**src/design/dram_pkg.sv**
```systemverilog
// Memory side types: byte address, data beat and burst geometry
package dram_pkg;

	typedef logic [31:0] addr_t;
	// Four bytes per beat, byte 0 in the low lane
	typedef logic [31:0] word_t;

	localparam int PIX_PER_WORD = 4;

	// ------------------------------------------------------------
	// Fixed burst shape
	// ------------------------------------------------------------
	localparam int BURST_BEATS = 16;
	localparam int BURST_BYTES = 64;

	typedef logic [3:0] beat_idx_t;
	// Wide enough for the 16 store bursts
	typedef logic [5:0] burst_idx_t;

endpackage

```
**src/design/glcm_dram_port.sv**
```systemverilog
// AXI read and write address channels with latched base addresses
`timescale 1ns/1ps

module glcm_dram_port
	import dram_pkg::*;
#(
	parameter int IMG_SIDE = 8
) (
	input  logic       clk,
	input  logic       rst_n,
	input  logic       in_valid,
	input  addr_t      in_addr_m,
	input  addr_t      in_addr_g,
	input  logic       ar_req,
	input  logic       aw_req,
	input  burst_idx_t burst_idx,
	input  logic       arready,
	input  logic       awready,
	output addr_t      araddr,
	output logic       arvalid,
	output addr_t      awaddr,
	output logic       awvalid,
	output logic       ar_done,
	output logic       aw_done
);

	addr_t m_base;
	addr_t g_base;
	addr_t burst_off;

	always_ff @(posedge clk) begin
		if (in_valid) begin
			m_base <= in_addr_m;
			g_base <= in_addr_g;
		end
	end

	assign burst_off = addr_t'(burst_idx) * addr_t'(BURST_BYTES);

	// Address captured once per request, then held until ready
	always_ff @(posedge clk) begin
		if (ar_req && !arvalid) begin
			araddr <= m_base + burst_off;
		end
		if (aw_req && !awvalid) begin
			awaddr <= g_base + burst_off;
		end
	end

	always_ff @(posedge clk or negedge rst_n) begin
		if (!rst_n) begin
			arvalid <= 1'b0;
			awvalid <= 1'b0;
		end else begin
			if (ar_done) begin
				arvalid <= 1'b0;
			end else if (ar_req) begin
				arvalid <= 1'b1;
			end
			if (aw_done) begin
				awvalid <= 1'b0;
			end else if (aw_req) begin
				awvalid <= 1'b1;
			end
		end
	end

	assign ar_done = arvalid && arready;
	assign aw_done = awvalid && awready;

	// ------------------------------------------------------------
	// Checks
	// ------------------------------------------------------------
	assert property (@(posedge clk) disable iff (!rst_n)
		arvalid && !arready |=> arvalid && $stable(araddr));
	assert property (@(posedge clk) disable iff (!rst_n)
		awvalid && !awready |=> awvalid && $stable(awaddr));

	// Reads stay inside the image
	assert property (@(posedge clk) disable iff (!rst_n)
		arvalid |-> araddr - m_base < addr_t'(IMG_SIDE * IMG_SIDE));

endmodule

```
**config.mk**
```make
export PLATFORM = sky130hd
export DESIGN_NAME = glcm_dram_port
export DESIGN_NICKNAME = d
export VERILOG_FILES = /design/src/design/dram_pkg.sv /design/src/design/glcm_dram_port.sv
export SDC_FILE = /design/constraint.sdc
export NUM_CORES = 1
export LEC_CHECK = 0
export BUFFER_PORTS_ARGS = -buffer_cell sky130_fd_sc_hd__buf_2
export CORE_MARGIN = 2
export CORE_UTILIZATION = 45
export CTS_BUF_LIST = sky130_fd_sc_hd__clkbuf_2 sky130_fd_sc_hd__clkbuf_4 sky130_fd_sc_hd__clkbuf_8
export DETAILED_ROUTE_END_ITERATION = 8
export PLACE_DENSITY = 0.71
export SLEW_MARGIN = 40
export SYNTH_ARGS = -nofsm -noshare
export SYNTH_HDL_FRONTEND = slang
export SYNTH_SLANG_ARGS = --single-unit
```
**constraint.sdc**
```tcl
create_clock -name clk -period 7.29 [get_ports clk]
set_input_delay 0.3645 -clock clk [delete_from_list [all_inputs] [get_ports clk]]
set_output_delay 0.3645 -clock clk [all_outputs]
set_load 0.05 [all_outputs]
```
Word-level counts from Yosys, hierarchy flattened
Cells that the tools add are included.
{ "totals": {"register_bits": 130, "output_inout_bits": 68} }
{ "op_classes": {"n_addsub": 2, "n_mux": 4, "reduce_logical": 8} }
{ "ops": {"columns": ["cell", "n"], "rows": [
  ["$add A32 B12 Y32", 2],
  ["$logic_and A1 B1 Y1", 4],
  ["$mux W1", 4],
  ["$reduce_bool A2 Y1", 2],
  ["$logic_not A1 Y1", 2]
]} }

Depth between registers and ports, before layout
Gate-level depths: netlist of run 1.
{ "depth": {"word_depth": 2, "mapped_depth": 8, "mapped_depth_nobuf": 8} }

Worst setup path after synthesis of run 1
Ideal clock, no wire load.
{ "synth_timing": {"kind": "flip-flop to flip-flop", "startpoint": "register awvalid", "endpoint": "register awaddr[0] (enable)", "setup_ns": 0.426, "arrival_ns": 2.120, "required_ns": 6.864, "slack_ns": 4.744, "stages_incl_launch_ff": 2, "path_buffers": 0, "synth_period_minus_slack_ns": 2.546, "cell_sequence": "dfrtp_1 nor2b_1"} }
{ "synth_via": {"elab_chain_cells": 2} }
{ "synth_rtl": {"columns": ["element", "line_no", "rtl"], "rows": [
  ["start, declared", "glcm_dram_port.sv:22", "output logic awvalid,"],
  ["start signal, assigned", "glcm_dram_port.sv:53", "awvalid <= 1'b0;"],
  ["start signal, assigned", "glcm_dram_port.sv:61", "awvalid <= 1'b0;"],
  ["start signal, assigned", "glcm_dram_port.sv:63", "awvalid <= 1'b1;"],
  ["$logic_not A1 Y1", "glcm_dram_port.sv:45", "if (aw_req && !awvalid) begin"],
  ["$logic_and A1 B1 Y1", "glcm_dram_port.sv:45", null],
  ["end signal, assigned", "glcm_dram_port.sv:46", "awaddr <= g_base + burst_off;"],
  ["end, declared", "glcm_dram_port.sv:21", "output addr_t awaddr,"]
]} }
No other way between the ends.
A chain may end at the register's enable or synchronous reset.

Worst setup path after layout of run 1
{ "layout_timing": {"startpoint": "register g_base[6]", "endpoint": "register awaddr[24] (data pin)"} }
{ "layout_via": {"elab_chain_cells": 1} }
{ "layout_rtl": {"columns": ["element", "line_no", "rtl"], "rows": [
  ["start, declared", "glcm_dram_port.sv:28", "addr_t g_base;"],
  ["start signal, assigned", "glcm_dram_port.sv:34", "g_base <= in_addr_g;"],
  ["$add A32 B12 Y32", "glcm_dram_port.sv:46", null]
]} }
No other way between the ends.

==> flow_summary.ini, run 1 <==
[cells_and_area]
nNetsFinal = 579
stdcell_area_um2 = 6570
n_fill_cell = 887
diodes = 0
drive_above_1_share_pct = 38.5
layout.cells.non_filler = 644
area_growth_pct = 25.6

[timing]
maxSlewHeadroom_pct = 59.9
drv_slew = 0
fmax_mhz = 434
hold_viol_final = 0
finalCriticalPeriod_ps = 2300
grt_setup_unrepaired = no
holdWs_ps = 117
setup_violations = 0
fin_skew_ps = 11.9
fin_crit_sh_pct = 31.6
fin_setup_tns_ps = 0
tightest_slew_ps = 602

[floorplanning]
die_x_um = 112
start_util_pct = 46.0
coreArea_um2 = 11400
io_pins = 145
die_area_um2 = 12500
die_y_um = 112
num_rows = 39

[drt]
wl_per_cell_um = 15.1
vias = 3107
wl_met1_mm = 4.34
viasPerCell = 4.82
drc = 0
dr.pass1.iters = 6
wl_mm = 9.71
first_iter_violations = 178
wl_met3_um = 541
wl_met2_mm = 4.63
antenna_left = 0
top_layer = met4

[worst_setup_path]
arrival_ps = 2470
critPathCaptureType = flop
crit_fanout = 4
crit_required_ps = 7460
critPathLaunchType = flop
crit_type = reg2reg

[global_route]
grt_max_degree = 65
grt_usage_pct = 16.1
grt_pass1_vias = 3151
grt_overflow = 0
grt_pass1_wl_mm = 15.4
antenna_found_initial = 0

[pwr]
seqPwrFrac_pct = 52.9
p_per_area_nw_per_um2 = 268
p_leak_uw = 0.00262
clkPwrFrac_pct = 31.3
switching_share_pct = 27.3
p_sw_uw = 480
p_int_uw = 1280
fin_total_pwr_uw = 1760
combPwrFrac_pct = 15.8
ir_drop_mv = 0.127

[yosys]
synthCells = 323
synth_cell_type_count = 38
yosysTopAreaCellShare_pct = 73.5
syn_area_um2 = 5230
synthAdderAreaFrac_pct = 3.63
async_flop_share_pct = 1.54
synth_flop_cell = edfxtp_1
yosys_warnings = 0
synth_nets = 414
synthSimpleGateAreaFrac_pct = 9.33
synth_xor_area_share_pct = 7.36
yosysTopAreaCell = edfxtp_1
synth_common_cells = edfxtp_1, nor2_1, xor2_1
ys_top_cells_by_area = edfxtp_1, xor2_1, xnor2_1, ha_1, nor2_1
synth.most_common_cell = edfxtp_1
muxShareOfSynthArea_pct = 0
synth_top_family_by_area = simple AND/OR/NAND/NOR gates
ys_ff_latch = 130
synth-edff-count = 128
synth-compound-area-share_pct = 4.18
postSynthAreaPerCell_um2 = 16.2
ys_seq_area_share_pct = 74.4

[run]
maxCapViolations = 0

[placement]
routabilityCongestion = 0.824
dp_cells = 611
dpl_cell_area_um2 = 6190
dp_hpwl_mm = 6.96
io_buffers = 144

[cts]
path_clk_slew_ps = 70
cts-htree-levels = 4
clockRootBuffer = clkbuf_8
cts_buffers = 17
cts_sinks = 130
cts_resized = 0
cts_buffer_depth = 2
clock_latency_ps = 420
cts_tree = built

[status]
status = finished, final reports clean

[worst_hold_path]
holdCritPathClass = in2reg
==> critical path, cell delays in order (launching register included) <==
cell,delay (ps)
edfxtp_1,330
ha_1,190
inv_1,70
fa_1,410
nor2b_1,180
o31a_1,260
o2111ai_1,310
nor2_1,220
xor2_1,90
==> per-layer routing <==
metal,vias to the layer above,global-route usage [%]
met3,17,4.63
met4,0,6.83
met5,-,0
li1,1536,-
met1,1445,20.8
met2,109,25.7
==> sequential cells by signal, summed over array words and instances, names as in the netlist <==
register  count
g_base       32
araddr       32
awaddr       32
arvalid       1
m_base       32
awvalid       1
==> layout by cell type (no fill, tap or decap), types with 3 or more instances in the layout <==
cell type,n
clkbuf_8,22
nor2_1,31
xnor2_1,20
nor2b_1,3
a211oi_1,3
o21ai_0,7
and2_1,4
o31a_1,3
o21a_1,4
ha_1,12
nand2_1,12
a21oi_1,4
nand4_1,5
clkinv_2,4
inv_1,13
and4_1,3
xor2_1,24
nand3_1,12
nor3_1,4
a21o_1,3
edfxtp_1,128
clkbuf_4,5
buf_2,144
==> cell families after synthesis <==
logic type | count (synthesis)
adder cells (fa/ha/maj) | 14
buffers and inverters | 15
AO/OA/AOI/OAI | 31
AND/OR/NAND/NOR | 89
XOR/XNOR | 44
flip-flops | 130
==> path summary, 6_finish.rpt <==
check                             start    endpoint  slack [ps]  cells after the start
min reg2reg                   m_base[4]   araddr[4]         420                      0
max in group asynchronous         rst_n     awvalid        6930                      2
min                        in_addr_g[9]   g_base[9]         120                      1
min in group asynchronous         rst_n     arvalid         260                      2
max reg2reg                   g_base[6]  awaddr[24]        4990                      8
max                           g_base[6]  awaddr[24]        4990                      8
==> power groups by stage <==
| stage | sequential (uW) | clock [uW] | combinational (uW) |
|---|---|---|---|
| after global routing | 937 | 597 | 299 |
| after global placement | 944 | 0 | 272 |
| after floorplan | 1050 | 0 | 86.5 |
| final | 930 | 551 | 279 |
| after detailed placement | 946 | 0 | 280 |
| after CTS | 931 | 564 | 282 |
==> final cells by class <==
class	count	area, um^2	share of cell area [%]
multi-input cells	178	1300	19.7
inverters	13	48.8	0.743
well taps	143	179	2.72
clock inverters	5	27.5	0.419
repair buffers	148	785	11.9
clock buffers	27	340	5.18
flip-flops and latches	130	3890	59.3
==> repair_timing <==
item / 4_1_cts / 5_1_grt
endpoints found under the hold margin: 2 / 0
buffers inserted: 0 / 0
hold buffers: 1 / 0
==> stage by stage <==
step                      setup slack [ps]  utilization [%]
after floorplan                       4740                -
after global placement                4960             54.1
after detailed placement              4920             54.4
after CTS                             5050             57.8
after global routing                  4850             57.8
final                                 4990             57.8
Power figures use the tool's default switching activity.
==> run 2, diff against run 1 <==
ABC_AREA = 1   (was not set)
PLACE_DENSITY = 0.7   (was 0.71)
clock period = 2.4 ns   (was 7.29 ns; I/O delays follow)
==> run 2 against run 1 <==
Register-to-register slack worse by 4600 ps. Clock-buffer cell count down 6. Cell area increased by 22%. Die area grew 14%. Final cell count is 50% higher. Setup slack worse by 4600 ps. Critical path type is now in2reg. Critical endpoint is now awaddr[28].
==> flow_summary.ini, run 2 <==
[status]
status = finished, final reports clean

[yosys]
synth-edff-count = 128
yosysTopAreaCell = edfxtp_1
async_flop_share_pct = 1.54
syn_area_um2 = 5980
ys_seq_area_share_pct = 65.1
synth.most_common_cell = nand2_1
yosysTopAreaCellShare_pct = 64.3
synth_flop_cell = edfxtp_1
yosys_warnings = 0
synth_common_cells = nand2_1, edfxtp_1, inv_1
ys_top_cells_by_area = edfxtp_1, nand2_1, inv_1, nand3_1, ha_1
synthCells = 538
synth_cell_type_count = 30
postSynthAreaPerCell_um2 = 11.1
ys_ff_latch = 130
synth_nets = 629

[cts]
clockRootBuffer = clkbuf_8
cts_buffer_depth = 2
cts_sinks = 130
cts-htree-levels = 4
cts_buffers = 17
clock_latency_ps = 440
cts_tree = built
postCtsSetupRepairBufs = 0
path_clk_slew_ps = 70

[worst_setup_path]
crit_type = in2reg
cp_slowest_cell = dlygate4sd3_1
cpMostUsedCell = nand2_1
crit_required_ps = 2600
critPathCaptureType = flop
cp_slowest_stage_delay_ps = 540
crit_fanout = 9
cp_cell_sequence = dlygate4sd3_1, buf_2, ha_1, inv_1, fa_1, o21ai_2, nand2_1, nand2_2, nand3_1, nand2_1, nand2_1
arrival_ps = 2230
critPathLaunchType = primary input

[floorplanning]
die_area_um2 = 14200
num_rows = 42
coreArea_um2 = 13100
start_util_pct = 45.7
die_y_um = 119
io_pins = 145
die_x_um = 119

[pwr]
p_leak_uw = 0.00352
ir_drop_mv = 0.316
p_per_area_nw_per_um2 = 689

[placement]
routabilityCongestion = 0.912
dp_hpwl_mm = 10.1
io_buffers = 144

[timing]
tightest_slew_ps = 447
fmax_mhz = 493
fin_setup_tns_ps = 0
drv_slew = 0
hold_viol_final = 0
fin_skew_ps = 9.62
finalCriticalPeriod_ps = 2030
grt_setup_unrepaired = no
fin_crit_sh_pct = 84.6
setup_violations = 0
maxSlewHeadroom_pct = 70.2

[drt]
viasPerCell = 4.80
antenna_left = 0
drc = 0
wl_mm = 14.4
wl_per_cell_um = 15.0
dr.pass1.iters = 6
vias = 4619
first_iter_violations = 322

[cells_and_area]
area_growth_pct = 34.0
nNetsFinal = 867
n_fill_cell = 1062
drive_above_1_share_pct = 26.9
diodes = 0
layout_common_cells = nand2_1, buf_2, edfxtp_1
fin_util_pct = 61.3
final_common_cell = nand2_1

[global_route]
grt_max_degree = 33
grt_pass1_vias = 4620
grt_pass1_wl_mm = 22.8
antenna_found_initial = 0
grt_overflow = 0
grt_usage_pct = 21.2

[run]
maxCapViolations = 0

[worst_hold_path]
holdCritPathClass = in2reg
-- run 2: changes by cell type in the layout (fill, tap and decap cells not counted), moves of 5 or more --
cell           before  now
nand2_1            12  166
dlygate4sd3_1       1   71
inv_1              13   60
nand3_1            12   36
nand3b_1            0   16
xnor2_1            20    4
nand2_2             0   11
xor2_1             24   15
nor2_2              0    8
o21ai_0             7    0
clkinv_1            0    6
nand4_1             5   11
nor2_1             31   25
clkbuf_8           22   17
-- run 2: area by class of cell --
cell class	count	area (um^2)	area share, %
tap	176	220	2.75
multi-input combinational	342	1850	23.1
clock buffer	21	264	3.29
clock inverter	9	67.6	0.843
inverter	66	248	3.09
timing repair buffer	219	1470	18.4
sequential	130	3890	48.6
-- run 2: path summary, 6_finish.rpt --
| path | cells after the start | startpoint | slack (ps) | to |
|---|---|---|---|---|
| worst min register to register | 0 | g_base[2] | 420 | awaddr[2] |
| max in group asynchronous | 3 | rst_n | 1740 | arvalid |
| min in group asynchronous | 3 | rst_n | 530 | awvalid |
| worst min-delay path | 1 | in_valid | 70 | g_base[3] |
| worst max-delay path | 11 | burst_idx[0] | 370 | awaddr[28] |
| worst max register to register | 9 | g_base[6] | 370 | awaddr[28] |
-- run 2: layer usage --
metal,wire [um],track usage (%),part of all wire [%],vias up
met5,0,0,0,-
met4,295,8.11,2.0,0
met3,951,5.65,6.6,22
met2,6860,33.8,48,187
met1,6320,27.7,44,2127
li1,-,-,-,2283
-- run 2: per-stage QoR --
step,instance area (um^2),instances,setup WS [ps],hold WS [ps],total power [uW]
floorplan,5980,538,483,-176,3540
global placement,6970,862,470,-94.9,3840
detailed placement,6970,862,362,-91.0,3860
CTS,8020,963,346,44.8,5550
global route,8020,963,194,40.5,5760
finish,8020,963,370,70.8,5520
-- run 2: timing repair --
item | CTS | global route
setup endpoints to repair | 0 | 0
resized for setup | 0 | 0
endpoints found under the hold margin | 70 | 0
hold buffers | 71 | 0
-- run 2: logic make-up after synthesis --
family | Yosys count | synth area share, %
simple gates | 294 | 22.8
buf+inv | 66 | 4.14
xor+xnor | 19 | 2.78
fa+ha+maj | 14 | 3.18
compound gates | 15 | 1.97
flops | 130 | 65.1
-- run 2: critical path, delay by kind of cell --
| family | cells | cell delay (ps) |
|---|---|---|
| buffers and inverters | 3 | 730 |
| AOI/OAI and AO/OA | 1 | 260 |
| adders and majority gates | 2 | 640 |
| and+or+nand+nor | 5 | 480 |
-- run 2: where the power goes --
group | switching (uW) | internal (uW) | total (uW)
registers | 114 | 2740 | 2850
logic | 725 | 335 | 1060
clock network | 784 | 830 | 1610
