[config.mk]
export PLATFORM = sky130hd
export DESIGN_NAME = glcm_counter
export DESIGN_NICKNAME = d
export VERILOG_FILES = /design/src/design/glcm_pkg.sv /design/src/design/dram_pkg.sv /design/src/design/glcm_counter.sv
export SDC_FILE = /design/constraint.sdc
export NUM_CORES = 1
export LEC_CHECK = 0
export ABC_AREA = 1
export BUFFER_PORTS_ARGS = -buffer_cell sky130_fd_sc_hd__buf_2
export CAP_MARGIN = 30
export CORE_ASPECT_RATIO = 0.8
export CORE_UTILIZATION = 46
export CTS_BUF_LIST = sky130_fd_sc_hd__clkbuf_4 sky130_fd_sc_hd__clkbuf_8
export DETAILED_ROUTE_END_ITERATION = 12
export PLACE_DENSITY = 0.87
export SETUP_SLACK_MARGIN = 0.1
export SLEW_MARGIN = 20
export SYNTH_ARGS = -nofsm -noshare
export SYNTH_HDL_FRONTEND = slang
export SYNTH_SLANG_ARGS = --single-unit
[constraint.sdc]
create_clock -name clk -period 1.15 [get_ports clk]
set_clock_uncertainty 0.15 [all_clocks]
set_input_delay 0.0575 -clock clk [delete_from_list [all_inputs] [get_ports clk]]
set_output_delay 0.0575 -clock clk [all_outputs]
set_load 0.02 [all_outputs]
[src/design/glcm_pkg.sv]
// GLCM core types: pixel, count, direction, distance, matrix index and control states
package glcm_pkg;

	// ------------------------------------------------------------
	// Data types
	// ------------------------------------------------------------
	typedef logic [4:0] pixel_t;
	typedef logic [7:0] count_t;
	typedef logic [1:0] dir_t;
	typedef logic [3:0] dist_t;

	// Matrix entry index, reference level in the upper half
	typedef logic [9:0] pair_idx_t;

	localparam int GRAY_LEVELS  = 32;
	// 1024 byte counts, four per 32-bit word
	localparam int MATRIX_WORDS = 256;

	// ------------------------------------------------------------
	// Control FSM
	// ------------------------------------------------------------
	typedef enum logic [2:0] {
		IDLE,
		LOAD_REQ,
		LOAD_DATA,
		ACCUM,
		STORE_REQ,
		STORE_DATA,
		STORE_RESP,
		DONE
	} ctrl_state_t;

endpackage

[src/design/dram_pkg.sv]
// Memory side types: byte address, data beat and burst geometry
package dram_pkg;

	typedef logic [31:0] addr_t;
	// Four bytes per beat, byte 0 in the low lane
	typedef logic [31:0] word_t;

	localparam int PIX_PER_WORD = 4;

	// ------------------------------------------------------------
	// Fixed burst shape
	// ------------------------------------------------------------
	localparam int BURST_BEATS = 16;
	localparam int BURST_BYTES = 64;

	typedef logic [3:0] beat_idx_t;
	// Wide enough for the 16 store bursts
	typedef logic [5:0] burst_idx_t;

endpackage

[src/design/glcm_counter.sv]
// Pixel, beat and burst counters with their last flags
`timescale 1ns/1ps

module glcm_counter
	import glcm_pkg::*, dram_pkg::*;
#(
	parameter int IMG_SIDE = 8,
	localparam int PIX_W = $clog2(IMG_SIDE * IMG_SIDE)
) (
	input  logic             clk,
	input  logic             rst_n,
	input  logic             cnt_clear,
	input  logic             acc_en,
	input  logic             beat_step,
	input  logic             burst_step,
	input  logic             storing,
	output logic [PIX_W-1:0] pixel_idx,
	output beat_idx_t        beat_idx,
	output burst_idx_t       burst_idx,
	output logic             pixel_last,
	output logic             beat_last,
	output logic             burst_last
);

	localparam int IMG_BURSTS   = IMG_SIDE * IMG_SIDE / BURST_BYTES;
	localparam int STORE_BURSTS = MATRIX_WORDS / BURST_BEATS;

	always_ff @(posedge clk or negedge rst_n) begin
		if (!rst_n) begin
			pixel_idx <= '0;
			beat_idx  <= '0;
			burst_idx <= '0;
		end else if (cnt_clear) begin
			pixel_idx <= '0;
			beat_idx  <= '0;
			burst_idx <= '0;
		end else begin
			if (acc_en) begin
				pixel_idx <= pixel_idx + 1'b1;
			end
			// Beat count wraps on its own after 16 beats
			if (beat_step) begin
				beat_idx <= beat_idx + 1'b1;
			end
			if (burst_step) begin
				burst_idx <= burst_idx + 1'b1;
			end
		end
	end

	assign pixel_last = (pixel_idx == PIX_W'(IMG_SIDE * IMG_SIDE - 1));
	assign beat_last  = (beat_idx == beat_idx_t'(BURST_BEATS - 1));
	assign burst_last = storing ? (burst_idx == burst_idx_t'(STORE_BURSTS - 1))
		: (burst_idx == burst_idx_t'(IMG_BURSTS - 1));

endmodule

==> results.txt, run 1 <==
The mean cell area of the mapped netlist came out at 7.850 um^2. The placer's final routability congestion estimate came out at around 0.84. Yosys printed 0 warnings. The primary flip-flop cell chosen by synthesis mapping is dfrtp_1. The number of buffers between clock root and the deepest sink is 2. Timing analysis after detailed placement gives a worst setup slack of -0.07436 ns. The classification of the worst endpoint is an output port. The deepest level of the CTS H-tree came out at 1. Synthesis handed over a netlist of 106 instances.

During I/O placement, the number of pins put on the boundary was 26. The root buffer cell chosen for the clock tree is clkbuf_4. Yosys mapped a number of flops with a built-in enable equal to 0. The worst endpoint left by the global-route repair_timing run is burst_last. The row count came out at 13. The async set-or-reset flop fraction in the synthesized netlist came out at 100.0%.

The net count after synthesis came out at 117. The CTS buffer count is 3. The tool reported: "[ERROR DPL-0038] Utilization greater than 100%, impossible to legalize". The run stopped with a tool error.

The part of the Yosys area used for sequential elements is 48.12%. Progress stopped at global routing. The number of library cell types mapped by synthesis is 18.

The post-synthesis instance area came out at 832.0 um^2. The commonest cells after synthesis are 27 x nor2_1, 20 x nand2_1, 16 x dfrtp_1, 9 x inv_1, 7 x a21oi_1. The share of Yosys cell area claimed by the top area cell type is 48.12%. Ranked by total cell area, the synthesized netlist is headed by dfrtp_1 48%, nor2_1 12%, nand2_1 9.0%. The largest net degree at the start of global routing came out at 17. The clock net in this run drives a total of 16 sinks.

The most repeated cell in the gate-level netlist after synthesis is nor2_1. The horizontal extent of the die is 49.55 um. The height of the die came out at between 40 and 50 um. The HPWL after detailed placement is 1300 um. The count of buffers added on input and output ports is 25. The synthesized design spends more area on one cell type than any other, namely dfrtp_1.

Once the floorplan was initialized, standard cells occupied between 50% and 60% of the core. The number of flip-flops and latches in the synthesized netlist came out at 16.
-- cell families after synthesis --
logic type	count (synthesis)	synth area share, %
AO/OA/AOI/OAI	15	9.773
flip-flops	16	48.12
AND/OR/NAND/NOR	59	29.62
XOR/XNOR	1	1.053
buffers and inverters	11	5.413
adder cells (fa/ha/maj)	4	6.015
-- metrics by stage --
| stage | setup TNS (ns) | instances | instance area [um^2] |
|---|---|---|---|
| CTS | -2.214 | 183 | 1531 |
| detailed placement | -0.1558 | 156 | 1092 |
| global placement | -0.09220 | 156 | 1092 |
| floorplan | -0.1668 | 106 | 917.1 |
-- what timing repair did --
item                                    CTS
endpoints found under the setup margin   33
gates resized for setup                  60
endpoints found under the hold margin    26
buffers inserted                         18
pin swaps                                15
hold buffers                              6
==> inputs of run 2 (changes only) <==
CORE_AREA = 2 2 63 65   (was unset)
CORE_ASPECT_RATIO = unset   (was 0.8)
CORE_UTILIZATION = unset   (was 46)
CTS_BUF_LIST = unset   (was sky130_fd_sc_hd__clkbuf_4 sky130_fd_sc_hd__clkbuf_8)
DIE_AREA = 0 0 65 67   (was unset)
PLACE_DENSITY = unset   (was 0.87)
PLACE_DENSITY_LB_ADDON = 0.15   (was unset)
SETUP_SLACK_MARGIN = unset   (was 0.1)
clock period = 1.5 ns   (was 1.15 ns; I/O delays follow)
==> run 2 against run 1 <==
Effect of this change:
- the flow now finishes without violations
- synthesized cell count unchanged
- synthesized area unchanged
==> results.txt, run 2 <==
The average detailed-routed wire length per instance is 10.20 um. The final core area utilization came out at 32.82%. The effective utilization at floorplan came out at 23.07% (was 50.15%). The number of buffers between clock root and the deepest sink is 2 (unchanged). The die footprint came out at 4355 um^2. The largest single stage delay on the critical path is 0.39 ns.

The global-route wire length before repair is 3222 um. The count of pins over their slew limit is 0. The fraction of power consumed by combinational cells came out at 17.1%.

The via count of the first global-routing pass came out at 742. Summed over all layers, the routed wires come to 1978 um. TritonCTS built the clock tree.

The parity-gate share of the synthesized area counting xor and xnor cells came to 1.053% (unchanged). The placer's final routability congestion estimate is 0.7476 (was 0.8434). The number of remaining DRC errors came out at 0. The startpoint identified for the worst hold timing path is acc_en. STA puts the critical path data required time at 1.27 ns. The violation count after the first detailed-route iteration is 21. The row count came to 22 (was 13). The worst slack after detailed placement is 0.2196 ns (was -0.07436 ns). Outcome: complete, no violations (was aborted with a tool error). Entering global routing, the biggest net connects 17 pins. The most common cell after layout, fill and taps aside is nor2_1.

The area occupied by registers came out at 400.4 um^2. Sequential cells account for 49.3% of the total power. Top post-synthesis cells by count: 27 x nor2_1, 20 x nand2_1, 16 x dfrtp_1, 9 x inv_1, 7 x a21oi_1 (unchanged). The worst ir drop on vdd came out at a little over 0.3 mV. The leakage power of the design came out at approximately 0.60 nW.

The area of the multi-input gates is 402.9 um^2. The HPWL after detailed placement is 1390 um (was 1300 um). The startpoint type of the worst setup path is a register.

The headroom to the max-slew limit came out at 74.80%. The category of the worst setup path capture point is a primary output. The number of enable flip-flop cells after synthesis came out at 0 (unchanged). The warning count from the yosys run was 0 (unchanged). The slowest stage of the critical path belongs to the cell dfrtp_1.

The first detailed-routing pass took 4 iterations. The switching part of the total power came out at between 20% and 30%. The dominant combinational cell family by area after synthesis is simple AND/OR/NAND/NOR gates (unchanged). The total count of hold-check failures in the final report came out at 0. The clock period minus worst slack is 1.476 ns. The number of cells on the worst reg-to-reg path is 5. In this run the power spent charging and discharging nets is approximately 0.24 mW. The via-per-instance ratio is 4.139. The clock root buffer master is clkbuf_8 (was clkbuf_4). The maximum operating frequency came out at about 680 MHz. The core footprint is 3606 um^2. The max-capacitance violation count is 0. After filler insertion, the fill cell instance count of the layout stands at 414.

The layout overhead on the synthesized area came out at 42.26%. The horizontal extent of the die is 65 um (was 49.55 um). The critical path in this run is classified as reg2out. In the final layout, the registers with the most flip-flops are burst_idx: 6 flops, pixel_idx: 6 flops, beat_idx: 4 flops. The path with the worst hold slack has its endpoint at pixel_idx[0]$_DFFE_PN0P_.

Leaving out fill and tap cells, the most frequent cells in the layout are 27 x nor2_1, 23 x buf_2, 20 x nand2_1, 16 x dfrtp_1, 11 x buf_4. The worst path arrival time is 1.25 ns. The portion of netlist area occupied by mux cells is 0% (unchanged). The net count of the finished layout is roughly 160. The worst register-to-register path begins at pixel_idx[0]$_DFFE_PN0P_. The net count after synthesis is 117 (unchanged). The final setup slack of the worst path is roughly 0.024 ns.

The endpoint of the most critical register-to-register path is pixel_idx[4]$_DFFE_PN0P_. The count of boundary I/O pins came out at 26 (unchanged). The initial antenna violation count was 0. The buffers plus inverters on the worst setup path is 1.

The mean cell area of the mapped netlist came to 7.850 um^2 (unchanged). The worst hold-check slack came out at 0.01317 ns. The post-synthesis instance area came out at 832.0 um^2 (unchanged). The height of the die came out at 67 um (was 40.04 um). The synthesized instance count came out at 106 (unchanged). The largest area contributor in the netlist was dfrtp_1 (unchanged). Of the available clock period, the critical path in the final layout requires 98.42%.

The number of flip-flops and latches in the synthesized netlist is 16 (unchanged). The simple-gate share of the synthesized area came out at 29.62% (unchanged). The number of buffers added on ports came out at 25 (unchanged).

The insertion delay to the later sink of the worst-skew pair is ~0.24 ns. Setup violations remaining at the end of the flow were counted as 0. The setup check on the worst reg-to-reg path leaves a slack of 0.26 ns. The internal power component came out at 0.6936 mW. The overflow left after global routing is 0.

The CTS buffer count came to 3 (unchanged). Setup repair after global routing could not meet its margin everywhere. The most repeated cell in the gate-level netlist after synthesis is nor2_1 (unchanged). The kind of cell with the highest combined delay along the critical path is flip-flops.

Cells with a size suffix above 1 make up 32.88% of the layout. The most numerous cell type found on the critical path is nand2_1. Biggest area contributors in the synthesized netlist: dfrtp_1 48%, nor2_1 12%, nand2_1 9.0% (unchanged). The area fraction in compound gates after synthesis is 9.774% (unchanged). The clock net sink count came to 16 (unchanged). Once detail routing completed, the nets flagged for antenna violations numbered 0.

The aggregate global-route resource usage is 9.555%. The number of instances on the worst hold path came out at 3. The maximum fanout along the worst path came out at 4. The fraction of power consumed by the clock network came out at 33.6%. The post-synthesis adder-cell area fraction is 6.015% (unchanged). The async set-or-reset flop fraction in the synthesized netlist came to 100.0% (unchanged). The critical path depth in cells is 6. The share of Yosys cell area claimed by the top area cell type is 48.12% (unchanged).

Detailed routing inserted a total of 803 vias. The part of the Yosys area used for sequential elements came to 48.12% (unchanged). Clock-pin slew was measured on the worst setup and hold paths at 0.06 ns. The count of inserted antenna diode cells is 0. Dividing total power by cell area gives a power density of 790.8 nW/um^2. The class of the tightest hold or removal check is in2reg. The primary flip-flop cell chosen by synthesis mapping is dfrtp_1 (unchanged).

Walking the worst path, the cells encountered are ha_2 > nand3_2 > nand2_1 > nand2_1 > nor2_1 > buf_4. The deepest level of the CTS H-tree came out at 1 (unchanged). The number of library cell types mapped by synthesis is 18 (unchanged). The actual slew at the worst max-slew pin came out at 0.3779 ns.
-- run 2: cell counts after synthesis --
No cell type changed its count.
-- run 2: how the worst max path moves through the flow --
| stage | startpoint | slack [ns] | end |
|---|---|---|---|
| finish | burst_idx[1]$_DFFE_PN0P_ | 0.02 | burst_last |
| global route | burst_idx[0]$_DFFE_PN0P_ | -0.10 | burst_last |
| CTS | burst_idx[0]$_DFFE_PN0P_ | 0.003 | burst_last |
| detailed placement | burst_idx[0]$_DFFE_PN0P_ | 0.22 | burst_last |
| global placement | pixel_idx[0]$_DFFE_PN0P_ | 0.24 | pixel_idx[4]$_DFFE_PN0P_ |
| floorplan | pixel_idx[0]$_DFFE_PN0P_ | 0.006 | pixel_last |
-- run 2: worst min-delay path, delay by kind of cell --
family / cells / cell delay, ns
simple gates: 1 / 0.08
xor+xnor: 1 / 0.07
buf+inv: 1 / 0.14
-- run 2: cell type report --
cell class / instances / area share, %
flip-flops and latches: 16 / 33.83
inverters: 10 / 3.488
well taps: 48 / 5.074
clock buffers: 3 / 3.488
multi-input cells: 79 / 34.04
repair buffers: 38 / 20.08
-- run 2: power groups by stage --
stage	clock network [mW]	logic [mW]	registers (mW)
2_1_floorplan	0	0.0526	0.489
3_3_place_gp	0	0.122	0.472
3_5_place_dp	0	0.123	0.472
4_1_cts	0.329	0.145	0.461
5_1_grt	0.351	0.181	0.464
6_report	0.315	0.160	0.462
-- run 2: logic make-up (layout without fill, tap and decap cells) --
kind of cell             count (synthesis)  count (layout)
buffers and inverters                   11              51
adder cells (fa/ha/maj)                  4               4
flip-flops                              16              16
AO/OA/AOI/OAI                           15              15
AND/OR/NAND/NOR                         59              59
XOR/XNOR                                 1               1
-- run 2: what timing repair did --
action | 4_1_cts | 5_1_grt
buffers inserted | 3 | 6
endpoints found under the hold margin | 23 | 0
gates resized for setup | 1 | 6
hold buffers | 4 | 0
pin swaps | 0 | 1
cloned | 0 | 0
endpoints found under the setup margin | 2 | 3
-- run 2: metrics by stage --
| step | setup TNS [ns] | std cells | power (mW) | area, um^2 |
|---|---|---|---|---|
| 2_1_floorplan | 0 | 106 | 0.5420 | 832.0 |
| 3_3_place_gp | 0 | 178 | 0.5933 | 1010 |
| 3_5_place_dp | 0 | 178 | 0.5950 | 1010 |
| 4_1_cts | 0 | 188 | 0.9354 | 1116 |
| 5_1_grt | -0.1026 | 194 | 0.9963 | 1184 |
| 6_report | 0 | 194 | 0.9360 | 1184 |
-- run 2: layer usage --
metal / share of wire (%) / track usage [%] / routed length [um]
met4: 0.71 / 3.191 / 14
met3: 5.3 / 2.027 / 104
met1: 49 / 12.50 / 969
met5: 0 / 0 / 0
met2: 45 / 15.59 / 890
Power figures use the tool's default switching activity.
==> inputs of run 3 (changes only) <==
SETUP_SLACK_MARGIN = 0.4   (was unset)
==> run 3 against run 2 <==
Effect of this change:
- the flow now finishes with violations (hold timing)
- non-clock buffer count up 3
- setup slack better by 0.052 ns
- wire length up 12%
- register-to-register slack worse by 0.02 ns
- critical path type unchanged
- largest cell class unchanged
==> results.txt, run 3 (synthesized netlist as in run 2, its figures left out) <==
The count of inserted antenna diode cells is 0 (unchanged). The average detailed-routed wire length per instance is 11.15 um (was 10.20 um). The final setup slack of the worst path is 0.07597 ns (was 0.02369 ns). The overflow left after global routing is 0 (unchanged). The total iterations of the first detailed-routing run is 4 (unchanged). The worst path arrival time came out at 1.20 ns (was 1.25 ns).

The total wire length came out at 2207 um (was 1978 um). The deepest level of the CTS H-tree is 1 (unchanged). The row count is 22 (unchanged). The max-capacitance violation count came out at 0 (unchanged).

Top library cells by usage in the layout, fill and taps aside: 21 x nor2_1, 16 x buf_6, 13 x buf_2, 12 x nand2_1, 10 x dfrtp_2 (was 27 x nor2_1, 23 x buf_2, 20 x nand2_1, 16 x dfrtp_1, 11 x buf_4). The ratio of cells with drive above 1 in the final layout was 59.33% (was 32.88%). The total number of vias came out at 833 (was 803). The count of boundary I/O pins came to 26 (unchanged). The initial antenna violation count came out at 0 (unchanged). The via-per-instance ratio is 4.207 (was 4.139). The kind of critical path is reg2out (unchanged). The power density normalized to cell area came out at 732.0 nW/um^2 (was 790.8 nW/um^2).

The largest net degree at the start of global routing was 17 (unchanged). Outcome: finished, violations left (was complete, no violations). The final net count came out at 162 (was 159). The final core area utilization is 41.78% (was 32.82%). The most common cell after layout, fill and taps aside was nor2_1 (unchanged).

The die footprint came to 4355 um^2 (unchanged). The worst ir drop on vdd is 0.3576 mV (was 0.3027 mV). The clock tree from TritonCTS was done (unchanged). The category of the worst setup path capture point is a primary output (unchanged).

The layout overhead on the synthesized area came to 81.05% (was 42.26%). The clock period minus worst slack came out at 1.424 ns (was 1.476 ns). The placer's final routability congestion estimate came out at 0.7353 (was 0.7476).

The worst hold-check slack is -0.01704 ns (was 0.01317 ns). The class of the tightest hold or removal check is in2reg (unchanged). The CTS buffer count came out at 3 (unchanged). The global-route wire length before repair came out at 3774 um (was 3222 um). The worst slack after detailed placement was 0.2369 ns (was 0.2196 ns).

The core footprint is 3606 um^2 (unchanged). The horizontal extent of the die came out at 65 um (unchanged). The count of pins over their slew limit came to 0 (unchanged). The clock root buffer master is clkbuf_8 (unchanged). The setup slack on the worst flop-to-flop path is 0.24 ns (was 0.26 ns). The maximum operating frequency came out at 702.2 MHz (was 677.4 MHz). The final setup violation count came out at 0 (unchanged). RSZ-0062 raised after global routing: true (unchanged). The violation count after the first detailed-route iteration came out at 12 (was 21).

The clock transition at the registers of the reported paths was 0.07 ns (was 0.06 ns). The checks that failed: hold timing. The ratio of final minimum period to clock period came to 94.94% (was 98.42%). The via count of the first global-routing pass is 868 (was 742). The number of buffers added on ports is 25 (unchanged).

The leakage power of the design is 0.7064 nW (was 0.5997 nW). Top Registers: burst_idx: 6 flops, pixel_idx: 6 flops, beat_idx: 4 flops (unchanged). The number of remaining DRC errors came out at 0 (unchanged). The height of the die came to 67 um (unchanged). The startpoint type of the worst setup path is a register (unchanged). The maximum fanout along the worst path was 4 (unchanged).

The number of nets still failing antenna checks after routing is 0 (unchanged). The number of buffers between clock root and the deepest sink came out at 2 (unchanged). The total count of hold-check failures in the final report came out at 1 (was 0).

The clock net sink count came out at 16 (unchanged). The data required time of the critical path was 1.27 ns (about the same). The quantity of hold-fixing buffers added after cts came out at 4 (unchanged).

The headroom to the max-slew limit was 70.66% (was 74.80%). The effective utilization at floorplan is 23.07% (unchanged). The aggregate global-route resource usage came to 11.15% (was 9.555%). The insertion delay to the later sink of the worst-skew pair came out at 0.25 ns (was 0.24 ns). The actual slew at the worst max-slew pin is 0.4396 ns (was 0.3779 ns). The HPWL after detailed placement came to 1444 um (was 1390 um). The total negative slack for setup checks came to 0 ns (unchanged).
## run 3: cell types whose count changed in the layout (fill, tap and decap cells not counted), sizes merged
cell          change
buf               +3
clkbuf            +1
clkinvlp          -1
dlygate4sd3       -1
dlymetal6s4s      +1
inv               +1
## run 3: worst paths after layout
kind | start | endpoint | cells past startpoint
max | burst_idx[1]$_DFFE_PN0P_ | burst_last | 6
min | beat_step | beat_idx[0]$_DFFE_PN0P_ | 4
max reg2reg | burst_idx[1]$_DFFE_PN0P_ | burst_idx[4]$_DFFE_PN0P_ | 7
min reg2reg | pixel_idx[4]$_DFFE_PN0P_ | pixel_idx[4]$_DFFE_PN0P_ | 2
max in group asynchronous | rst_n | burst_idx[1]$_DFFE_PN0P_ | 2
min in group asynchronous | rst_n | beat_idx[1]$_DFFE_PN0P_ | 2
## run 3: critical path: stages (launching register included)
cell	delay [ns]
dfrtp_2	0.44
ha_4	0.18
nand3_2	0.06
nand2_2	0.05
nand2_2	0.07
nor2_4	0.03
buf_6	0.12
## run 3: what timing repair did
action,CTS,global route
resized for setup,24,43
setup buffers,7,5
pin swaps,11,8
setup endpoints to repair,12,27
endpoints found under the hold margin,22,1
## run 3: area by class of cell
class,instances,area [um^2]
inverter,10,37.54
clock buffer,4,55.05
fill,375,2100
multi-input combinational,79,593.1
sequential,16,412.9
timing repair buffer,41,347.8
tap,48,60.06
## run 3: through the flow
step                      hold WS [ns]  cell area (um^2)  total power [mW]  instances
after floorplan                -0.3706             908.4            0.5605        106
after global placement         -0.1278              1086            0.6121        178
after detailed placement       -0.1249              1086            0.6143        178
after CTS                     -0.03630              1323             1.055        193
after global routing         -0.006335              1506             1.161        198
final                         -0.01704              1506             1.103        198
## run 3: power breakdown
group | leakage (nW) | total [mW] | switching, mW | internal [mW]
Combinational | 0.475 | 0.246 | 0.124 | 0.122
Clock | 0.0288 | 0.385 | 0.153 | 0.233
Sequential | 0.203 | 0.472 | 0.0223 | 0.449
## run 3: per-layer routing
layer	vias up	share of wire (%)	GRT usage [%]
li1	425	-	-
met5	-	0	0
met4	0	0.63	3.191
met3	2	3.9	2.196
met1	389	45	13.17
met2	17	51	20.36
