===== config.mk =====
export PLATFORM = sky130hd
export DESIGN_NAME = glcm_ctrl
export DESIGN_NICKNAME = d
export VERILOG_FILES = /design/src/design/glcm_pkg.sv /design/src/design/glcm_ctrl.sv
export SDC_FILE = /design/constraint.sdc
export NUM_CORES = 1
export LEC_CHECK = 0
export BUFFER_PORTS_ARGS = -buffer_cell sky130_fd_sc_hd__buf_2
export CAP_MARGIN = 20
export CORE_AREA = 2 2 39 41
export DETAILED_ROUTE_END_ITERATION = 8
export DIE_AREA = 0 0 41 43
export PLACE_DENSITY_LB_ADDON = 0.3
export SLEW_MARGIN = 20
export SYNTH_ARGS = -nofsm -noshare
export SYNTH_HDL_FRONTEND = slang
export SYNTH_SLANG_ARGS = --single-unit
export TNS_END_PERCENT = 50

===== constraint.sdc =====
create_clock -name clk -period 2.8 [get_ports clk]
set_input_delay 0.14 -clock clk [delete_from_list [all_inputs] [get_ports clk]]
set_output_delay 0.14 -clock clk [all_outputs]
set_load 0.01 [all_outputs]

===== src/design/glcm_pkg.sv =====
// GLCM core types: pixel, count, direction, distance, matrix index and control states
package glcm_pkg;

	// ------------------------------------------------------------
	// Data types
	// ------------------------------------------------------------
	typedef logic [4:0] pixel_t;
	typedef logic [7:0] count_t;
	typedef logic [1:0] dir_t;
	typedef logic [3:0] dist_t;

	// Matrix entry index, reference level in the upper half
	typedef logic [9:0] pair_idx_t;

	localparam int GRAY_LEVELS  = 32;
	// 1024 byte counts, four per 32-bit word
	localparam int MATRIX_WORDS = 256;

	// ------------------------------------------------------------
	// Control FSM
	// ------------------------------------------------------------
	typedef enum logic [2:0] {
		IDLE,
		LOAD_REQ,
		LOAD_DATA,
		ACCUM,
		STORE_REQ,
		STORE_DATA,
		STORE_RESP,
		DONE
	} ctrl_state_t;

endpackage


===== src/design/glcm_ctrl.sv =====
// GLCM control FSM sequencing image load, pair accumulation and matrix store
`timescale 1ns/1ps

module glcm_ctrl
	import glcm_pkg::*;
#(
	parameter int IMG_SIDE = 8
) (
	input  logic clk,
	input  logic rst_n,
	input  logic in_valid,
	input  logic ar_done,
	input  logic aw_done,
	input  logic rvalid,
	input  logic rlast,
	input  logic wready,
	input  logic bvalid,
	input  logic pixel_last,
	input  logic beat_last,
	input  logic burst_last,
	output logic ar_req,
	output logic aw_req,
	output logic load_en,
	output logic acc_en,
	output logic storing,
	output logic wvalid,
	output logic cnt_clear,
	output logic beat_step,
	output logic burst_step,
	output logic out_valid
);

	localparam int SCAN_CYCLES = IMG_SIDE * IMG_SIDE;

	ctrl_state_t state;
	ctrl_state_t state_nxt;

	always_ff @(posedge clk or negedge rst_n) begin
		if (!rst_n) begin
			state <= IDLE;
		end else begin
			state <= state_nxt;
		end
	end

	always_comb begin
		state_nxt = state;
		case (state)
			IDLE: begin
				if (in_valid) begin
					state_nxt = LOAD_REQ;
				end
			end
			LOAD_REQ: begin
				if (ar_done) begin
					state_nxt = LOAD_DATA;
				end
			end
			LOAD_DATA: begin
				if (rvalid && rlast) begin
					state_nxt = burst_last ? ACCUM : LOAD_REQ;
				end
			end
			// One reference pixel per cycle
			ACCUM: begin
				if (pixel_last) begin
					state_nxt = STORE_REQ;
				end
			end
			STORE_REQ: begin
				if (aw_done) begin
					state_nxt = STORE_DATA;
				end
			end
			STORE_DATA: begin
				if (wready && beat_last) begin
					state_nxt = STORE_RESP;
				end
			end
			STORE_RESP: begin
				if (bvalid) begin
					state_nxt = burst_last ? DONE : STORE_REQ;
				end
			end
			default: begin
				state_nxt = IDLE;
			end
		endcase
	end

	assign ar_req  = (state == LOAD_REQ);
	assign aw_req  = (state == STORE_REQ);
	assign load_en = (state == LOAD_DATA);
	assign acc_en  = (state == ACCUM);
	assign storing = state inside {STORE_REQ, STORE_DATA, STORE_RESP};
	assign wvalid  = (state == STORE_DATA);

	// Counters restart on start and again between scan and store
	assign cnt_clear  = (state == IDLE && in_valid) || (acc_en && pixel_last);
	assign beat_step  = (load_en && rvalid) || (wvalid && wready);
	assign burst_step = (load_en && rvalid && rlast) || (state == STORE_RESP && bvalid);

	always_ff @(posedge clk or negedge rst_n) begin
		if (!rst_n) begin
			out_valid <= 1'b0;
		end else begin
			out_valid <= (state == DONE);
		end
	end

	// ------------------------------------------------------------
	// Checks
	// ------------------------------------------------------------
	assert property (@(posedge clk) disable iff (!rst_n) out_valid |=> !out_valid);

	// Each write burst opens on beat 0 once its address is taken
	assert property (@(posedge clk) disable iff (!rst_n)
		$rose(wvalid) |-> !aw_done && !beat_last);

	// Scan length set by the pixel counter's last flag
	assert property (@(posedge clk) disable iff (!rst_n)
		$fell(acc_en) |-> $past(acc_en, SCAN_CYCLES) && !$past(acc_en, SCAN_CYCLES + 1));

endmodule


* Word level (Yosys, flattened, before mapping)
Cells that the tools add are included.
** Storage, ports and cells
- Bits in registers :: 4
- Bits of input ports :: 12
- Output and inout bits :: 10
** Cells by class
- Equal/unequal tests :: 14
- Muxes and demuxes :: 10
- Reductions and logical operators :: 14
** Operators by type and width (count)
- $mux W3 :: 7
- $pmux W3 S7 :: 1
- $eq A3 B3 Y1 const B :: 4
- $ne A2 B2 Y1 const B :: 5
- $logic_and A1 B1 Y1 :: 8
- $reduce_and A7 Y1 :: 1
- $eq A3 B2 Y1 const B :: 2
- $mux W2 :: 2
- $ne A2 B1 Y1 const B :: 2
- $eq A3 B1 Y1 const B :: 1
- $logic_not A3 Y1 :: 1
- $logic_or A1 B1 Y1 :: 3
- $reduce_bool A3 Y1 :: 1

* Logic depth before layout (Yosys ltp)
Gate-level depths: netlist of the first run.
- Word-level depth :: 4
- Depth in mapped cells :: 4

* Worst setup path after synthesis of the first run
No wires, ideal clock.
- Path type :: register -> register
- Start point :: register state[0]
- End point :: register state[0]
- Library setup time :: 0.121 ns
- Arrival :: 1.137 ns
- Data required time :: 2.679 ns
- Path slack :: 1.542 ns
- Stages on the path, launching flop included :: 4
- Cells stage by stage :: dfrtp_1 > buf_6 > mux4_1 > a22o_1
** Between the ends
- Longest elaborated chain between the ends :: 3
** Ends and longest elaborated chain
- start: declaration :: RTL line glcm_ctrl.sv:35 : ctrl_state_t state;
- start signal: assignment :: RTL line glcm_ctrl.sv:42 : state <= state_nxt;
- $eq A3 B3 Y1 (tied with other cells) :: RTL line glcm_ctrl.sv:48 : case (state)
- $ne A2 B1 Y1 (no line) / $ne A2 B2 Y1 (equally long branches)
- $reduce_and A7 Y1 (no line)
Parallel ways exist; a longest one is shown, timed or not.
A chain may end at the register's enable or synchronous reset.

* Worst setup path after layout of the first run
- Start point :: register state[0]
- End point :: output beat_step
** Between the ends
- Longest elaborated chain between the ends :: 3
** Ends and longest elaborated chain
- $eq A3 B2 Y1 / $eq A3 B3 Y1 (equally long branches) :: RTL line glcm_ctrl.sv:93, glcm_ctrl.sv:96
- $logic_and A1 B1 Y1 :: RTL line glcm_ctrl.sv:100 : assign beat_step = (load_en && rvalid) || (wvalid && wready);
- $logic_or A1 B1 Y1 * :: RTL line glcm_ctrl.sv:100
- end: declaration :: RTL line glcm_ctrl.sv:28 : output logic beat_step,
Every way passes the cells marked *; elsewhere a longest branch is shown, timed or not.

==> results.md, run 1 <==
- Status: completed
- Final hold violations: 0
- Via density: around 4.4
- Slew headroom: 0.742
- CTS Buffer Depth: 2
- Layout cells sized above 1: 0.385
- DIE AREA: around 1800 um^2
- Post-Syn Instances: 42
- Tightest Pin Transition: ~0.39 ns
- Worst setup startpoint: state[0]$_DFFE_PN0P_
- Reg-to-reg critical path startpoint: state[2]$_DFFE_PN0P_
- Diode count: 0
- Crit path max fanout: 10
- DP Area: between 400 and 500 um^2
- Mapped cell area: 339 um^2
- CP required: between 2 and 3 ns
- Drt pass-1 iters: 2
- Cts bufs inserted: 3
- Setup TNS: 0 ns
- Startpoint Class: flop
- Post-synthesis simple-gate area fraction: 0.376
- Core area: between 1000 and 1500 um^2
- Sinks on Clock Net: 4
- Clock root cell: clkbuf_4
- Grt total ovfl: 0
- Fillers: 150
- Nets@finish: 79
- Site row count: 14
- Initial Util: 0.245
- Syn avg cell area: between 8 and 9 um^2
- Routability cong.: 0.713
- Synth async-reset ratio: 1.00
- Area Growth Syn to Fin: 41.7%
- Vias in the first global route: 336
- WP data arrival: 1.41 ns
- Worst Hold Launch: pixel_last
- Pwr/cell area: around 900 nW/um^2
- Post-synthesis mux area share: 0.0775
- Most used DFF post-synth: dfrtp_1
- WL final: between 800 and 900 um
- Setup Viol. Count Final: 0
- Later-pin clock latency in the skew report: approximately 0.23 ns
- Leak: between 0.2 and 0.3 nW
- Yosys warning total: 0
- Routed vias: roughly 360
- Post-route clock skew: 0.00614 ns
- Die X: 41 um
- First-pass GRT wire length: roughly 1400 um
- Seq cells post-synth: 4
- Chip Height: 43 um
- Post-synthesis compound-gate area fraction: 0.181
- Crit path kind: flop to output pin
- Final core occ: 0.347
- # Max-Cap Violations: 0
- Finished Layout Cells: between 80 and 90
- DRC violations left: 0
- Final critical-path share of the clock period: 0.555
- Post-route ant nets: 0
- Post-Layout Inst Area: about 480 um^2
- Tot Pwr: between 0.4 and 0.5 mW
- # port buffers: 21
- Clk slew on worst S/H paths: around 0.040 ns
- CP endpoint kind: output pin
- Yosys cell types: 23
- Largest net degree at the start of global routing: 17
- WL per Instance: 9.95 um
- Ports: 22
- Number of H-tree levels: 1
- Adder-Cell Fraction of Synth Area: 0
- DRT iter0 DRCs: 4
- TritonCTS clock tree: built
- RSZ-0062 raised after global routing: false
- Post-synth EDFFs: 0
- Sequential element share of the synthesized area: 0.295
- XOR/XNOR share of the synthesized area: 0
- Largest family of logic cells by synthesized area: simple AND/OR/NAND/NOR gates
- Max Clk Rate: 644 MHz
- Initial antenna violation count: 0
- Total GRT Usage: 0.124
- Mapped Nets: 54
- Pins Over Slew Limit: 0
- Final HPWL DP: about 650 um
- Crit path time final: 1.55 ns
- Post-Place Cells: 77
- Worst IR drop on VDD: ~0.30 mV
- Worst hold path type: input port to flop
## cells in the mapped netlist (2+ instances only)
cell type,number,area share
nand2_1,4,0.044
and2_1,4,0.074
nor2b_1,3,0.055
nor2_1,6,0.066
and3_1,2,0.037
a22o_1,2,0.052
dfrtp_1,4,0.30
o21ai_1,2,0.030
## flip-flops by register name, indices dropped and copies added (netlist names)
name and count:
state 3, out_valid 1
## kinds of logic after synthesis
family                 Yosys count
muxes                            1
buffers and inverters            4
DFF                              4
and+or+nand+nor                 24
AOI/OAI and AO/OA                9
## what timing repair did
item | CTS | global route
resized for setup | 0 | 0
hold buffers | 1 | 0
setup buffers | 0 | 0
endpoints found under the hold margin | 4 | 0
## path summary, 6_finish.rpt
| check | slack, ns | endpoint | depth (start not counted) |
|---|---|---|---|
| max in group asynchronous | 2.44 | state[2]$_DFFE_PN0P_ | 2 |
| max reg2reg | 1.32 | state[0]$_DFFE_PN0P_ | 3 |
| min reg2reg | 0.64 | state[1]$_DFFE_PN0P_ | 2 |
| min in group asynchronous | 0.24 | out_valid$_DFF_PN0_ | 2 |
| min | 0.17 | state[2]$_DFFE_PN0P_ | 2 |
| max | 1.25 | beat_step | 4 |
## cell type report
class,count,area (um^2),area share
tap,16,20.0,0.0417
clock buffer,3,22.5,0.0469
sequential,4,100,0.208
multi-input combinational,34,215,0.448
inverter,2,7.51,0.0156
timing repair buffer,22,115,0.240
## report_power, final
group,internal [mW],total [mW],switching [mW],leakage [nW]
Clock,0.0480,0.0718,0.0239,0.0138
Combinational,0.120,0.225,0.105,0.209
Sequential,0.0804,0.131,0.0510,0.0511
Total,0.248,0.428,0.180,0.274
## per-stage QoR
step	hold WS [ns]	setup WS, ns
after detailed placement	-0.0489	1.31
after global placement	-0.0523	1.33
after floorplan	-0.156	1.54
after CTS	0.164	1.23
final	0.170	1.25
after global routing	0.179	1.15
## critical path, cell delays in order, from the launching register on
cell and delay (ns):
dfrtp_1 0.46, nor2b_1 0.19, and2_1 0.17, a22o_1 0.22
buf_2 0.13
## layout by cell type, fill, tap and decap left out, types with 2 or more instances in the layout
cell and n:
clkbuf_4 3, and3_1 2, nor2_1 6, buf_2 21
dfrtp_1 4, nor2b_1 3, o21ai_1 2, a22o_1 2
nand2_1 4, and2_1 4
## routing by layer
metal | up-vias | part of all wire | track usage
li1 | 191 | - | -
met1 | 160 | 0.45 | 0.148
met2 | 8 | 0.51 | 0.178
met3 | 0 | 0.038 | 0.0628
met4 | 0 | 0 | 0.0600
met5 | - | 0 | 0
Note: power is estimated with default switching activity, not from simulation.
==> run 2, diff against run 1 <==
Clock period 2.8 ns to 1.5 ns, I/O delays scaled along.
==> run 2 against run 1 <==
  * Clock skew shrank 0.0013 ns
  * Utilization grew 1.7 points
  * Register-to-register slack worse by 1.1 ns
  * Routed wire length down 2.5%
  * First-iteration DRC count increased by 25%
  * Combinational power rose by 120%
  * Final cell count rose by 2.5%
  * Hold slack worse by 0.062 ns
==> results.md, run 2 (same netlist as run 1, synthesis figures left out) <==
- Nets@finish: 81 (+2.5%)
- Final hold violations: 0 (unchanged)
- Largest registers: state x3, out_valid x1
- Reg-to-reg critical path startpoint: state[0]$_DFFE_PN0P_
- WP data arrival: 1.33 ns (-0.08 ns)
- Post-route ant nets: 0 (unchanged)
- Chip Height: 43 um (unchanged)
- Routed vias: 363 (+1.1%)
- Delay-heaviest family, CP: flip-flops
- Hold-critical path depth: 2 (unchanged)
- Tightest Pin Transition: 0.302 ns (-0.0861 ns)
- Internal power: 0.511 mW (+110%)
- Core area: 1380 um^2 (unchanged)
- Register area: 101 um^2 (+1.2%)
- Clock share of power: 0.156 (-0.012)
- Routability cong.: 0.771 (+8.1%)
- CTS Buffer Depth: 2 (unchanged)
- Vias in the first global route: 317 (-5.7%)
- Final critical-path share of the clock period: 0.940
- Total GRT Usage: 0.102 (-0.0226)
- DRT iter0 DRCs: 5 (+1)
- Pins Over Slew Limit: 0 (unchanged)
- Largest net degree at the start of global routing: 14 (-3)
- R2R cell count: 2 (-1)
- Part of the power in combinational logic: 0.583 (+0.058)
- Via density: 4.37 (-1.3%)
- Worst setup startpoint: state[0]$_DFFE_PN0P_
- Crit path max fanout: 8 (-2)
- Initial Util: 0.245 (unchanged)
- CP required: 1.42 ns (-1.24 ns)
- R2R Setup Slk: 0.23 ns (-1.09 ns)
- # port buffers: 21 (unchanged)
- First-pass GRT wire length: 1210 um (-14%)
- Leak: 0.288 nW (+5.0%)
- P_sw: 0.345 mW (+92%)
- Clock root cell: clkbuf_4
- RR Endpoint: state[0]$_DFFE_PN0P_
- Slowest stage cell, crit path: dfrtp_2
- WL per Instance: 9.47 um (-4.8%)
- Number of flip-flops under the largest register name: 3 (unchanged)
- Sequential share of power: 0.261 (-0.046)
- Layout cells sized above 1: 0.433 (+0.0482)
- Worst hold path type: input port to flop
- Switch share: 0.403 (-0.0172)
- Slew headroom: 0.799 (+0.0574)
- Worst IR drop on VDD: 0.572 mV (+93%)
- Diode count: 0 (unchanged)
- Die X: 41 um (unchanged)
- CP Buf/Inv Count: 1 (unchanged)
- Setup Viol. Count Final: 0 (unchanged)
- Number of H-tree levels: 1 (unchanged)
- Max Clk Rate: between 700 and 800 MHz
- Startpoint Class: flop
- Ports: 22 (unchanged)
- Post-route clock skew: 0.00487 ns (-0.00127 ns)
- Worst Hold Launch: pixel_last
- Clk slew on worst S/H paths: 0.04 ns (about the same)
- Later-pin clock latency in the skew report: 0.23 ns (about the same)
- TritonCTS clock tree: built
- Crit path time final: between 1 and 1.5 ns
- Final HPWL DP: 628 um (-4.0%)
- Setup TNS: 0 ns (unchanged)
- Drt pass-1 iters: 2 (unchanged)
- Fillers: 147 (-2.0%)
- Grt total ovfl: 0 (unchanged)
- DIE AREA: 1760 um^2 (unchanged)
- Multi-input gate area: 223 um^2 (+3.5%)
- # Max-Cap Violations: 0 (unchanged)
- Initial antenna violation count: 0 (unchanged)
- Critical path, cell by cell: nor2b_4, and2_1, a22o_1, buf_2
- WL final: 786 um (-2.5%)
- RSZ-0062 raised after global routing: false
- Sinks on Clock Net: 4 (unchanged)
- CP peak stage delay: 0.44 ns (-0.02 ns)
- Most frequent cells in the layout: buf_2, nor2_1, and2_1, nand2_1
- Status: completed
- Leading cell type in the layout, fill and taps excluded: buf_2
- Pwr/cell area: 1700 nW/um^2 (+90%)
- Hold Path End: state[2]$_DFFE_PN0P_
- Most flops, register: state
- Site row count: 14 (unchanged)
- DRC violations left: 0 (unchanged)
- CP endpoint kind: output pin
- Cts bufs inserted: 3 (unchanged)
- Pre-CTS setup slack: 0.131 ns (-1.18 ns)
- Area Growth Syn to Fin: 48.7%
- Final WS setup: 0.0900 ns (-1.16 ns)
- Crit path kind: flop to output pin
[run 2: cell types whose count changed in the layout (fill, tap and decap cells not counted), sizes merged]
cell / change
buf: +2
[run 2: how the worst max path moves through the flow]
stage,endpoint,slack (ns),depth (start not counted)
CTS,beat_step,0.03,4
global placement,state[0]$_DFFE_PN0P_,0.16,2
floorplan,state[0]$_DFFE_PN0P_,0.24,3
finish,beat_step,0.09,4
global route,beat_step,0.02,4
detailed placement,state[0]$_DFFE_PN0P_,0.13,2
[run 2: through the flow]
step           power (mW)  hold WS (ns)  area [um^2]  std cells   util
6_report            0.856         0.108          504         83  0.364
5_1_grt             0.944         0.114          504         83  0.364
3_5_place_dp        0.687        -0.117          455         78  0.329
2_1_floorplan       0.554        -0.221          339         42      -
4_1_cts             0.833         0.100          489         82  0.354
3_3_place_gp        0.685        -0.117          455         78  0.329
[run 2: timing repair]
action / in CTS / in global routing
pin swaps: 0 / 0
setup buffers: 0 / 1
hold endpoints to repair: 4 / 0
hold buffers: 1 / 0
resized for setup: 1 / 2
setup endpoints to repair: 1 / 1
[run 2: final cells by class]
class / instances / area share
clock buffer: 3 / 0.0447
inverter: 2 / 0.0149
multi-input combinational: 34 / 0.442
sequential: 4 / 0.201
tap: 16 / 0.0397
timing repair buffer: 24 / 0.258
[run 2: power groups by stage]
stage                     clock (mW)  sequential [mW]  combinational (mW)
after floorplan                    0            0.191               0.364
after global placement             0            0.219               0.466
after detailed placement           0            0.224               0.463
after CTS                      0.141            0.225               0.467
after global routing           0.152            0.233               0.558
final                          0.133            0.223               0.499
[run 2: per-layer routing]
metal | GRT usage | up-vias | part of all wire
li1 | - | 196 | -
met1 | 0.127 | 159 | 0.48
met2 | 0.147 | 8 | 0.49
met3 | 0.0628 | 0 | 0.032
met4 | 0.0200 | 0 | 0
met5 | 0 | - | 0
==> run 3, diff against run 2 <==
Settings changed: GPL_ROUTABILITY_DRIVEN set to 0, PLACE_DENSITY_LB_ADDON 0.3 to 0.12.
==> run 3 against run 2 <==
  * Non-clock buffer count rose by 1
  * Sequential share of layout area decreased by 0.29 points
  * Power grew 2.9%
  * Via count increased by 4.7%
  * Hold slack worse by 0.0017 ns
  * Final cell count up 1.2%
  * Critical path depth is 1 higher
  * Clock power hardly changed
  * Utilization is 0.54 points higher
  * Register-to-register slack barely moved
  * Highest routed layer unchanged
==> results.md, run 3 (same netlist as run 1, synthesis figures left out) <==
- CP required: 1.42 ns (about the same)
- Initial antenna violation count: 0 (unchanged)
- Chip Height: 43 um (unchanged)
- RSZ-0062 raised after global routing: false
- WL final: 864 um (+9.9%)
- Diode count: 0 (unchanged)
- Slowest stage cell, crit path: dfrtp_1
- DRT iter0 DRCs: 4 (-1)
- Layout cells sized above 1: 0.441 (+0.00834)
- Critical path, cell by cell: buf_4, nand2b_4, nor2_1, a22o_1, buf_2
- Worst IR drop on VDD: 0.408 mV (-29%)
- Final hold violations: 0 (unchanged)
- First-pass GRT wire length: 1300 um (+8.0%)
- Post-route clock skew: 0.00586 ns (+0.000991 ns)
- # Max-Cap Violations: 0 (unchanged)
- Crit path kind: flop to output pin
- Vias in the first global route: 333 (+5.0%)
- Leading cell type in the layout, fill and taps excluded: buf_2
- Leak: 0.292 nW (+1.5%)
- Status: completed
- Setup TNS: 0 ns (unchanged)
- Site row count: 14 (unchanged)
- Core area: 1380 um^2 (unchanged)
- # port buffers: 21 (unchanged)
- Ports: 22 (unchanged)
- CP endpoint kind: output pin
- Sinks on Clock Net: 4 (unchanged)
- WL per Instance: 10.3 um (+8.6%)
- Crit path max fanout: 6 (-2)
- Number of flip-flops under the largest register name: 3 (unchanged)
- R2R Setup Slk: 0.24 ns (about the same)
- Post-route ant nets: 0 (unchanged)
- Final critical-path share of the clock period: 0.948 (+0.00844)
- Nets@finish: 82 (+1.2%)
- Die X: 41 um (unchanged)
- Finished Layout Cells: 84 (+1.2%)
- Largest registers: state x3, out_valid x1
- Clock root cell: clkbuf_4
- Most flops, register: state
- CTS Buffer Depth: 2 (unchanged)
- DRC violations left: 0 (unchanged)
- Total GRT Usage: 0.110 (+0.00818)
- CP peak stage delay: 0.41 ns (-0.03 ns)
- Pwr/cell area: 1720 nW/um^2 (+1.4%)
- Crit path time final: 1.42 ns (+0.0127 ns)
- Tot Pwr: 0.880 mW (+2.9%)
- Cts bufs inserted: 3 (unchanged)
- Post-Layout Inst Area: 512 um^2 (+1.5%)
- Max Clk Rate: 703 MHz (-0.89%)
- DP Area: 463 um^2 (+1.6%)
- TritonCTS clock tree: built
- Tightest Pin Transition: 0.225 ns (-0.0769 ns)
- Startpoint Class: flop
- Routed vias: 380 (+4.7%)
- Drt pass-1 iters: 2 (unchanged)
- Via density: 4.52 (+3.4%)
- Number of H-tree levels: 1 (unchanged)
- Grt total ovfl: 0 (unchanged)
- Pins Over Slew Limit: 0 (unchanged)
- Worst hold path type: input port to flop
- Slew headroom: 0.850 (+0.0508)
- Setup Viol. Count Final: 0 (unchanged)
- Later-pin clock latency in the skew report: 0.23 ns (about the same)
- Largest net degree at the start of global routing: 15 (+1)
- Clk slew on worst S/H paths: 0.04 ns (about the same)
- DIE AREA: 1760 um^2 (unchanged)
- Post-Place Cells: 79 (+1.3%)
- Most frequent cells in the layout: buf_2, nor2_1, and2_1, nand2_1
- Area Growth Syn to Fin: 50.9%
- Initial Util: 0.245 (unchanged)
- WP data arrival: 1.35 ns (+0.02 ns)
- Final HPWL DP: 698 um (+11%)
## run 3: cell count changes in the layout (fill, tap and decap cells not counted)
cell / change
buf_4: +1
nand2b_1: -1
nand2b_4: +1
nor2b_1: +1
nor2b_4: -1
## run 3: worst paths after layout
| check | start | to | cells after the start |
|---|---|---|---|
| setup / recovery | state[0]$_DFFE_PN0P_ | beat_step | 5 |
| min in group asynchronous | rst_n | out_valid$_DFF_PN0_ | 2 |
| setup reg to reg | state[0]$_DFFE_PN0P_ | state[0]$_DFFE_PN0P_ | 2 |
| hold reg to reg | state[1]$_DFFE_PN0P_ | state[1]$_DFFE_PN0P_ | 2 |
| hold / removal | pixel_last | state[2]$_DFFE_PN0P_ | 2 |
| max in group asynchronous | rst_n | state[1]$_DFFE_PN0P_ | 2 |
## run 3: timing repair
action                     in CTS  in global routing
buffers inserted                0                  1
resized for setup               0                  2
hold buffers                    1                  0
setup endpoints to repair       0                  1
hold endpoints to repair        4                  0
## run 3: critical path: cells and delay by family, from the launching register on
kind / cells / cell delay (ns)
AOI/OAI and AO/OA: 1 / 0.14
and+or+nand+nor: 2 / 0.27
DFF: 1 / 0.41
buffers and inverters: 2 / 0.29
## run 3: power by group
| group | switching, mW | total, mW | internal, mW |
|---|---|---|---|
| clock | 0.0410 | 0.130 | 0.0892 |
| sequential | 0.0612 | 0.215 | 0.154 |
| combinational | 0.251 | 0.535 | 0.284 |
## run 3: routing by layer
layer / track usage / share of wire / vias up
met3: 0.0209 / 0.039 / 0
met2: 0.159 / 0.53 / 8
li1: - / - / 198
met5: 0 / 0 / -
met1: 0.137 / 0.42 / 174
met4: 0.0800 / 0 / 0
## run 3: cell type report
cell class,count,area (um^2)
clock buffers,3,22.5
fillers,158,872
inverters,2,7.51
multi-input cells,34,223
flip-flops and latches,4,101
well taps,16,20.0
repair buffers,25,138
## run 3: through the flow
stage | utilization | setup WS, ns | hold slack (ns)
after floorplan | - | 0.242 | -0.221
after global placement | 0.335 | 0.249 | -0.114
after detailed placement | 0.335 | 0.237 | -0.114
after CTS | 0.358 | 0.00452 | 0.102
after global routing | 0.370 | 0.0274 | 0.112
final | 0.370 | 0.0774 | 0.106
